===== src/verilog/rv_pipe_pkg.sv =====
// Shared widths, word types, RV32I opcode and funct3 codes
// ALU function codes and operand select codes for the ALU pipeline

`default_nettype none

package rv_pipe_pkg;

  //----------------------------------------
  // Widths and word types
  //----------------------------------------

  localparam int xlen    = 32;
  localparam int shamt_w = 5;   // Low bits of operand 1 used by shifts

  typedef logic [xlen-1:0] word_t;      // Data and instruction word
  typedef logic [4:0]      reg_addr_t;  // Register specifier
  typedef logic [6:0]      opcode_t;    // inst[6:0]
  typedef logic [2:0]      funct3_t;    // inst[14:12]
  typedef logic [3:0]      alu_fn_t;
  typedef logic            op0_sel_t;
  typedef logic            op1_sel_t;

  //----------------------------------------
  // Opcodes and funct3 codes
  //----------------------------------------

  localparam opcode_t opc_op     = 7'b0110011;  // Register-register
  localparam opcode_t opc_op_imm = 7'b0010011;  // Register-immediate
  localparam opcode_t opc_lui    = 7'b0110111;

  localparam funct3_t f3_add_sub = 3'b000;
  localparam funct3_t f3_sll     = 3'b001;
  localparam funct3_t f3_slt     = 3'b010;
  localparam funct3_t f3_sltu    = 3'b011;
  localparam funct3_t f3_xor     = 3'b100;
  localparam funct3_t f3_srl_sra = 3'b101;  // inst[30] picks arithmetic
  localparam funct3_t f3_or      = 3'b110;
  localparam funct3_t f3_and     = 3'b111;

  // ALU function codes
  localparam alu_fn_t alu_add  = 4'd0;
  localparam alu_fn_t alu_sub  = 4'd1;
  localparam alu_fn_t alu_sll  = 4'd2;
  localparam alu_fn_t alu_or   = 4'd3;
  localparam alu_fn_t alu_slt  = 4'd4;
  localparam alu_fn_t alu_sltu = 4'd5;
  localparam alu_fn_t alu_and  = 4'd6;
  localparam alu_fn_t alu_xor  = 4'd7;
  localparam alu_fn_t alu_srl  = 4'd9;
  localparam alu_fn_t alu_sra  = 4'd10;

  // Operand selects
  localparam op0_sel_t op0_rs1  = 1'b0;  // Forwarded rs1 value
  localparam op0_sel_t op0_zero = 1'b1;  // Constant zero, for LUI
  localparam op1_sel_t op1_rs2  = 1'b0;  // Forwarded rs2 value
  localparam op1_sel_t op1_imm  = 1'b1;  // I or U immediate

endpackage

`default_nettype wire


===== src/verilog/rv_inst_decode.sv =====
// Instruction decoder for the RV32I ALU subset
// Register fields, immediate, ALU function and operand selects

`default_nettype none

module rv_inst_decode import rv_pipe_pkg::*; (
  input  word_t     inst,
  output reg_addr_t rs1,
  output reg_addr_t rs2,
  output reg_addr_t rd,
  output word_t     imm,
  output alu_fn_t   alu_fn,
  output op0_sel_t  op0_sel,
  output op1_sel_t  op1_sel
);

  opcode_t opcode;
  funct3_t funct3;
  logic    alt;     // funct7 bit 5, marks SUB and SRA
  word_t   imm_i;
  word_t   imm_u;

  assign opcode = inst[6:0];
  assign funct3 = inst[14:12];
  assign alt    = inst[30];
  assign rs1    = inst[19:15];
  assign rs2    = inst[24:20];
  assign rd     = inst[11:7];

  assign imm_i = {{20{inst[31]}}, inst[31:20]};  // Sign extended
  assign imm_u = {inst[31:12], 12'b0};

  always_comb begin
    // Defaults cover OP-IMM
    imm     = imm_i;
    op0_sel = op0_rs1;
    op1_sel = op1_imm;
    alu_fn  = alu_add;
    if (opcode == opc_lui) begin
      imm     = imm_u;
      op0_sel = op0_zero;  // 0 + U immediate
    end else begin
      if (opcode == opc_op)
        op1_sel = op1_rs2;
      case (funct3)
        f3_add_sub: alu_fn = (opcode == opc_op && alt) ? alu_sub : alu_add;
        f3_sll:     alu_fn = alu_sll;
        f3_slt:     alu_fn = alu_slt;
        f3_sltu:    alu_fn = alu_sltu;
        f3_xor:     alu_fn = alu_xor;
        f3_srl_sra: alu_fn = alt ? alu_sra : alu_srl;  // Both forms
        f3_or:      alu_fn = alu_or;
        f3_and:     alu_fn = alu_and;
        default:    alu_fn = alu_add;
      endcase
    end
  end

endmodule

`default_nettype wire


===== src/verilog/rv_regfile.sv =====
// Register file, 31 x 32-bit plus hardwired x0
// Two combinational read ports, one clocked write port

`default_nettype none

module rv_regfile import rv_pipe_pkg::*; (
  input  wire       clk,
  input  reg_addr_t raddr0,
  output word_t     rdata0,
  input  reg_addr_t raddr1,
  output word_t     rdata1,
  input  wire       wen,
  input  reg_addr_t waddr,
  input  word_t     wdata
);

  word_t regs [1:31];  // No storage for x0

  // x0 always reads zero
  assign rdata0 = (raddr0 == '0) ? '0 : regs[raddr0];
  assign rdata1 = (raddr1 == '0) ? '0 : regs[raddr1];

  always_ff @(posedge clk) begin
    if (wen && waddr != '0)  // Guard keeps x0 out of the array
      regs[waddr] <= wdata;
  end

endmodule

`default_nettype wire


===== src/verilog/rv_alu.sv =====
// Combinational ALU for the RV32I integer subset

`default_nettype none

module rv_alu import rv_pipe_pkg::*; (
  input  word_t   in0,
  input  word_t   in1,
  input  alu_fn_t fn,
  output word_t   out
);

  logic [shamt_w-1:0] shamt;

  assign shamt = in1[shamt_w-1:0];  // Upper bits ignored

  always_comb begin
    case (fn)
      alu_add:  out = in0 + in1;
      alu_sub:  out = in0 - in1;
      alu_sll:  out = in0 << shamt;
      alu_slt:  out = {31'b0, $signed(in0) < $signed(in1)};
      alu_sltu: out = {31'b0, in0 < in1};
      alu_xor:  out = in0 ^ in1;
      alu_srl:  out = in0 >> shamt;
      alu_sra:  out = word_t'($signed(in0) >>> shamt);  // Sign fill
      alu_or:   out = in0 | in1;
      alu_and:  out = in0 & in1;
      default:  out = '0;  // Unused codes
    endcase
  end

endmodule

`default_nettype wire


===== src/verilog/rv_decode_stage.sv =====
// Decode stage: D register, register read, forwarding from X and W
// and the two operand muxes feeding the execute stage

`default_nettype none

module rv_decode_stage import rv_pipe_pkg::*; (
  input  wire       clk,
  input  wire       reset,
  input  wire       stall,
  input  wire       inst_valid,
  input  word_t     inst,
  output reg_addr_t rf_raddr0,
  output reg_addr_t rf_raddr1,
  input  word_t     rf_rdata0,
  input  word_t     rf_rdata1,
  input  wire       x_fwd_valid,
  input  reg_addr_t x_fwd_rd,
  input  word_t     x_fwd_data,
  input  wire       w_fwd_valid,
  input  reg_addr_t w_fwd_rd,
  input  word_t     w_fwd_data,
  output logic      d_valid,
  output reg_addr_t d_rd,
  output alu_fn_t   d_alu_fn,
  output word_t     d_op0,
  output word_t     d_op1
);

  word_t    inst_q;  // Held instruction
  word_t    imm;
  op0_sel_t op0_sel;
  op1_sel_t op1_sel;
  word_t    rs1_val;
  word_t    rs2_val;

  // Newest value of a source, X before W before the register file
  function automatic word_t fwd_pick(input reg_addr_t src, input word_t rf_val);
    word_t val;
    val = rf_val;
    if (w_fwd_valid && w_fwd_rd != '0 && w_fwd_rd == src)
      val = w_fwd_data;
    if (x_fwd_valid && x_fwd_rd != '0 && x_fwd_rd == src)
      val = x_fwd_data;  // Younger result wins
    return val;
  endfunction

  //----------------------------------------
  // D register
  //----------------------------------------

  always_ff @(posedge clk) begin
    if (reset)
      d_valid <= 1'b0;
    else if (!stall)
      d_valid <= inst_valid;  // Bubble when nothing offered
  end

  always_ff @(posedge clk) begin
    if (!stall)
      inst_q <= inst;
  end

  rv_inst_decode u_decode (
    .inst    (inst_q),
    .rs1     (rf_raddr0),
    .rs2     (rf_raddr1),
    .rd      (d_rd),
    .imm     (imm),
    .alu_fn  (d_alu_fn),
    .op0_sel (op0_sel),
    .op1_sel (op1_sel)
  );

  always_comb begin
    rs1_val = fwd_pick(rf_raddr0, rf_rdata0);
    rs2_val = fwd_pick(rf_raddr1, rf_rdata1);
  end

  // Operand muxes
  assign d_op0 = (op0_sel == op0_zero) ? '0  : rs1_val;
  assign d_op1 = (op1_sel == op1_imm)  ? imm : rs2_val;

endmodule

`default_nettype wire


===== src/verilog/rv_execute_stage.sv =====
// Execute stage: X register and ALU, then the W register
// that drives the writeback stream

`default_nettype none

module rv_execute_stage import rv_pipe_pkg::*; (
  input  wire       clk,
  input  wire       reset,
  input  wire       stall,
  input  wire       d_valid,
  input  reg_addr_t d_rd,
  input  alu_fn_t   d_alu_fn,
  input  word_t     d_op0,
  input  word_t     d_op1,
  output logic      x_valid,
  output reg_addr_t x_rd,
  output word_t     x_result,
  output logic      wb_valid,
  output reg_addr_t wb_rd,
  output word_t     wb_data
);

  alu_fn_t x_fn;
  word_t   x_op0;
  word_t   x_op1;

  //----------------------------------------
  // X register
  //----------------------------------------

  always_ff @(posedge clk) begin
    if (reset)
      x_valid <= 1'b0;
    else if (!stall)
      x_valid <= d_valid;
  end

  always_ff @(posedge clk) begin
    if (!stall) begin
      x_rd  <= d_rd;
      x_fn  <= d_alu_fn;
      x_op0 <= d_op0;
      x_op1 <= d_op1;
    end
  end

  rv_alu u_alu (
    .in0 (x_op0),
    .in1 (x_op1),
    .fn  (x_fn),
    .out (x_result)  // Also the X forwarding value
  );

  //----------------------------------------
  // W register
  //----------------------------------------

  // Held while the sink is not ready
  always_ff @(posedge clk) begin
    if (reset)
      wb_valid <= 1'b0;
    else if (!stall)
      wb_valid <= x_valid;
  end

  always_ff @(posedge clk) begin
    if (!stall) begin
      wb_rd   <= x_rd;
      wb_data <= x_result;
    end
  end

endmodule

`default_nettype wire


===== src/verilog/rv_alu_pipe.sv =====
// Three-stage RV32I ALU pipeline top level
// Decode and execute stages, register file, stall and write enable

`default_nettype none

module rv_alu_pipe import rv_pipe_pkg::*; (
  input  wire       clk,
  input  wire       reset,
  input  wire       inst_valid,
  input  word_t     inst,
  output logic      inst_ready,
  output logic      wb_valid,
  output reg_addr_t wb_rd,
  output word_t     wb_data,
  input  wire       wb_ready
);

  logic      stall;
  logic      rf_wen;
  reg_addr_t rf_raddr0;
  reg_addr_t rf_raddr1;
  word_t     rf_rdata0;
  word_t     rf_rdata1;
  logic      d_valid;
  reg_addr_t d_rd;
  alu_fn_t   d_alu_fn;
  word_t     d_op0;
  word_t     d_op1;
  logic      x_valid;
  reg_addr_t x_rd;
  word_t     x_result;

  assign stall      = wb_valid && !wb_ready;  // Whole pipe freezes
  assign inst_ready = !stall;
  assign rf_wen     = wb_valid && wb_ready && (wb_rd != '0);  // x0 reported, not written

  rv_decode_stage u_dstage (
    .clk         (clk),
    .reset       (reset),
    .stall       (stall),
    .inst_valid  (inst_valid),
    .inst        (inst),
    .rf_raddr0   (rf_raddr0),
    .rf_raddr1   (rf_raddr1),
    .rf_rdata0   (rf_rdata0),
    .rf_rdata1   (rf_rdata1),
    .x_fwd_valid (x_valid),
    .x_fwd_rd    (x_rd),
    .x_fwd_data  (x_result),
    .w_fwd_valid (wb_valid),
    .w_fwd_rd    (wb_rd),
    .w_fwd_data  (wb_data),
    .d_valid     (d_valid),
    .d_rd        (d_rd),
    .d_alu_fn    (d_alu_fn),
    .d_op0       (d_op0),
    .d_op1       (d_op1)
  );

  rv_execute_stage u_xstage (
    .clk      (clk),
    .reset    (reset),
    .stall    (stall),
    .d_valid  (d_valid),
    .d_rd     (d_rd),
    .d_alu_fn (d_alu_fn),
    .d_op0    (d_op0),
    .d_op1    (d_op1),
    .x_valid  (x_valid),
    .x_rd     (x_rd),
    .x_result (x_result),
    .wb_valid (wb_valid),
    .wb_rd    (wb_rd),
    .wb_data  (wb_data)
  );

  rv_regfile u_rf (
    .clk    (clk),
    .raddr0 (rf_raddr0),
    .rdata0 (rf_rdata0),
    .raddr1 (rf_raddr1),
    .rdata1 (rf_rdata1),
    .wen    (rf_wen),
    .waddr  (wb_rd),
    .wdata  (wb_data)
  );

endmodule

`default_nettype wire


===== config.mk =====
export PLATFORM = sky130hd
export DESIGN_NAME = rv_alu_pipe
export DESIGN_NICKNAME = d
export VERILOG_FILES = /design/src/verilog/rv_pipe_pkg.sv /design/src/verilog/rv_inst_decode.sv /design/src/verilog/rv_regfile.sv /design/src/verilog/rv_alu.sv /design/src/verilog/rv_decode_stage.sv /design/src/verilog/rv_execute_stage.sv /design/src/verilog/rv_alu_pipe.sv
export SDC_FILE = /design/constraint.sdc
export NUM_CORES = 2
export LEC_CHECK = 0
export BUFFER_PORTS_ARGS = -buffer_cell sky130_fd_sc_hd__buf_2
export CORE_ASPECT_RATIO = 1.75
export CORE_MARGIN = 4
export CORE_UTILIZATION = 40
export DETAILED_ROUTE_END_ITERATION = 8
export GPL_TIMING_DRIVEN = 0
export HOLD_SLACK_MARGIN = 0.08
export PLACE_DENSITY = 0.53
export SYNTH_ARGS = -nofsm -noshare
export SYNTH_HDL_FRONTEND = slang
export SYNTH_SLANG_ARGS = --single-unit

===== constraint.sdc =====
create_clock -name clk -period 14.9 [get_ports clk]
set_clock_uncertainty 0.2 [all_clocks]
set_input_delay 2.98 -clock clk [delete_from_list [all_inputs] [get_ports clk]]
set_output_delay 2.98 -clock clk [all_outputs]
set_load 0.03 [all_outputs]

==> reports/results.ini <==
[placement]
io_buffers=74
hpwl_um=240000
gp_congestion=1.03

[yosys]
seq_area_frac_synth=0.558
synth_commonest_cells=edfxtp_1, mux4_2, nor2_1
synth_edf_count=1134
synth_warnings=0
syn_area_um2=61500
synth_nets=4050
yosys_register_bits=1147
synthArstFlopShare=0
synth.avg_cell_area_um2=15.7
ys.flop_type=edfxtp_1
yosys.area.top_type_share=0.553
yosysMostFrequentCell=edfxtp_1
yosys.area.top_type=edfxtp_1
synth_area_leaders=edfxtp_1, mux4_2, mux2i_1, a211oi_1, ha_1
syn_inst=3914
synth.distinct_cells=103

[clock_tree]
h-tree-depth=3
cts_root_buf=clkbuf_16
clk_pin_slew_ns=0.07
clockBufferDepth=3
cts_resized=0
cts_tree=yes
post_cts_buffers=0
cts_buffers=102
clkSinkCount=1147
hold_buffers=0
clock_latency_ns=0.76

[die]
die-width_um=305
start_util=0.402
fp.coreArea_um2=153000
placement_rows=190
io_pins=75
dieArea_um2=160000
die_h_um=527

[power_and_ir_drop]
power_mw=9.25
power_density_nw_per_um2=131
vdd_ir_drop_max_v=0.000112
power_leakage_nw=23.3

[timing]
tightestPinTransition_ns=1.66
grt_setup_unrepaired=false
period_minus_slack_ns=7.46
setup-tns-final_ns=0
setup_viol=0
maxSlewViolCount=33
relSlewSlack=-0.115
post-route-period-util=0.501
finalHoldViolCount=0
clock.fmax_ghz=0.134

[critical_path]
r2r_slack_ns=7.48
path_max_fanout=17
crit_path_end_kind=output pin
r2r-end=u_xstage.x_op0[0]$_SDFFCE_PP0N_
required_ns=11.72
crit_path_top_delay_cell=clkbuf_4
crit_start=wb_ready
critPathMostFrequentCell=buf_2
slowest_delay_ns=0.40
critical_path_arrival_ns=4.28
worstPathCellList=buf_2 -> nand2b_1 -> clkbuf_1 -> clkbuf_4 -> buf_2
r2r.worst_path.cells=13
critPathLaunchType=primary input
setup.worst_path.end=inst_ready
critPathKind=in -> out
worstReg2RegStart=u_xstage.x_op1[4]$_DFFE_PN_

[grt]
grt_max_degree=70
first_global_vias=44287
grt_pass1_wl_um=423000
overflow=0
track_usage=0.401
antenna_found_initial=39

[route]
drt_iter0_drc=5803
drt_wl_total_um=322000
dr.pass1.iters=6
drcViolationCount=0
route.vias.total=44415
viasPerCell=7.02
postRouteAntennaNets=0
wl_per_cell_um=50.9

[final_layout]
finish.utilization=0.460
final_layout_size_suffix_gt1_frac=0.279
area.growth.synth_to_final_pct=14.4
final_nets=4321

[outcome]
violations=capacitance limit, slew limit
outcome=finished with violations

[flow_run]
cap_viol_max_count=6

[hold_path]
hp-class=reg -> reg

metal layers:
metal / global-route usage / share of wire / vias up / routed length (um)
met5: 0.000302 / 0.00036 / - / 115
met4: 0.457 / 0.15 / 18 / 46900
met3: 0.118 / 0.080 / 1419 / 25800
met2: 0.671 / 0.50 / 3192 / 160000
met1: 0.361 / 0.28 / 23026 / 89300
li1: - / - / 16760 / -
worst min path at each step:
stage / from / to / slack [ns] / cells after the start
finish: u_dstage.inst_q[9]$_DFFE_PN_ / u_xstage.x_rd[2]$_DFFE_PN_ / 0.23 / 0
global route: u_dstage.inst_q[11]$_DFFE_PN_ / u_xstage.x_rd[4]$_DFFE_PN_ / 0.25 / 0
floorplan: u_dstage.inst_q[7]$_DFFE_PN_ / u_xstage.x_rd[0]$_DFFE_PN_ / 0.20 / 0
detailed placement: u_dstage.inst_q[11]$_DFFE_PN_ / u_xstage.x_rd[4]$_DFFE_PN_ / 0.22 / 0
global placement: u_dstage.inst_q[9]$_DFFE_PN_ / u_xstage.x_rd[2]$_DFFE_PN_ / 0.21 / 0
CTS: u_dstage.inst_q[9]$_DFFE_PN_ / u_xstage.x_rd[2]$_DFFE_PN_ / 0.23 / 0
cell usage in the layout, fill, tap and decap left out, drive strengths merged, types with 40 or more instances in the layout:
cell type and count:
ha 98, mux2i 162, diode 40, inv 115, a211oi 169, nor2 290
o21ai 144, clkbuf 283, edfxtp 1134, nand2 136, mux4 596, a21oi 221
buf 308, nor3 46
layout make-up:
class                           count  area, um^2
Sequential cell                  1147       34300
Clock buffer                      116        2610
Multi-Input combinational cell   2351       25600
Timing Repair Buffer              167        2310
Inverter                          108         405
Clock inverter                     72         913
Antenna cell                       40         100
Buffer                            308        1630
Fill cell                       13522       82700
Tap cell                         2016        2520
flip-flops by register name (all words and copies together) (netlist names), named ones only:
register,count
u_xstage.x_op0,32
u_dstage.d_valid,1
u_xstage.x_op1,32
u_xstage.x_valid,1
u_xstage.x_fn,4
u_xstage.wb_rd,5
u_xstage.wb_data,32
u_xstage.wb_valid,1
u_xstage.x_rd,5
u_rf.regs,992
u_dstage.inst_q,32
kinds of logic (layout without fill, tap and decap cells):
family | count (synthesis) | in the layout | share of synthesized area
adder cells (fa/ha/maj) | 100 | 100 | 0.0206
buffers and inverters | 416 | 771 | 0.0324
other | 0 | 40 | 0
flip-flops | 1147 | 1147 | 0.558
AND/OR/NAND/NOR | 630 | 630 | 0.0467
multiplexers | 792 | 792 | 0.252
AO/OA/AOI/OAI | 786 | 786 | 0.0849
XOR/XNOR | 43 | 43 | 0.00612
critical path: cells and delay by family:
| kind | cells | cell delay, ns |
|---|---|---|
| buffers and inverters | 4 | 1.17 |
| AND/OR/NAND/NOR | 1 | 0.12 |
report_power, final:
part           internal, mW  switching (mW)
registers              3.88           0.343
logic                 0.677            1.46
clock network          1.60            1.30
total                  6.15            3.10
metrics by stage:
stage | instances | hold slack, ns | area (um^2) | worst slack, ns
6_report | 6325 | 0.231 | 70400 | 7.44
5_1_grt | 6296 | 0.245 | 70300 | 7.38
4_1_cts | 6265 | 0.235 | 69800 | 7.41
3_5_place_dp | 6077 | 0.218 | 66300 | 7.43
3_3_place_gp | 6004 | 0.209 | 64400 | 1.55
2_1_floorplan | 3914 | 0.200 | 61500 | 4.09
Power figures use the tool's default switching activity.
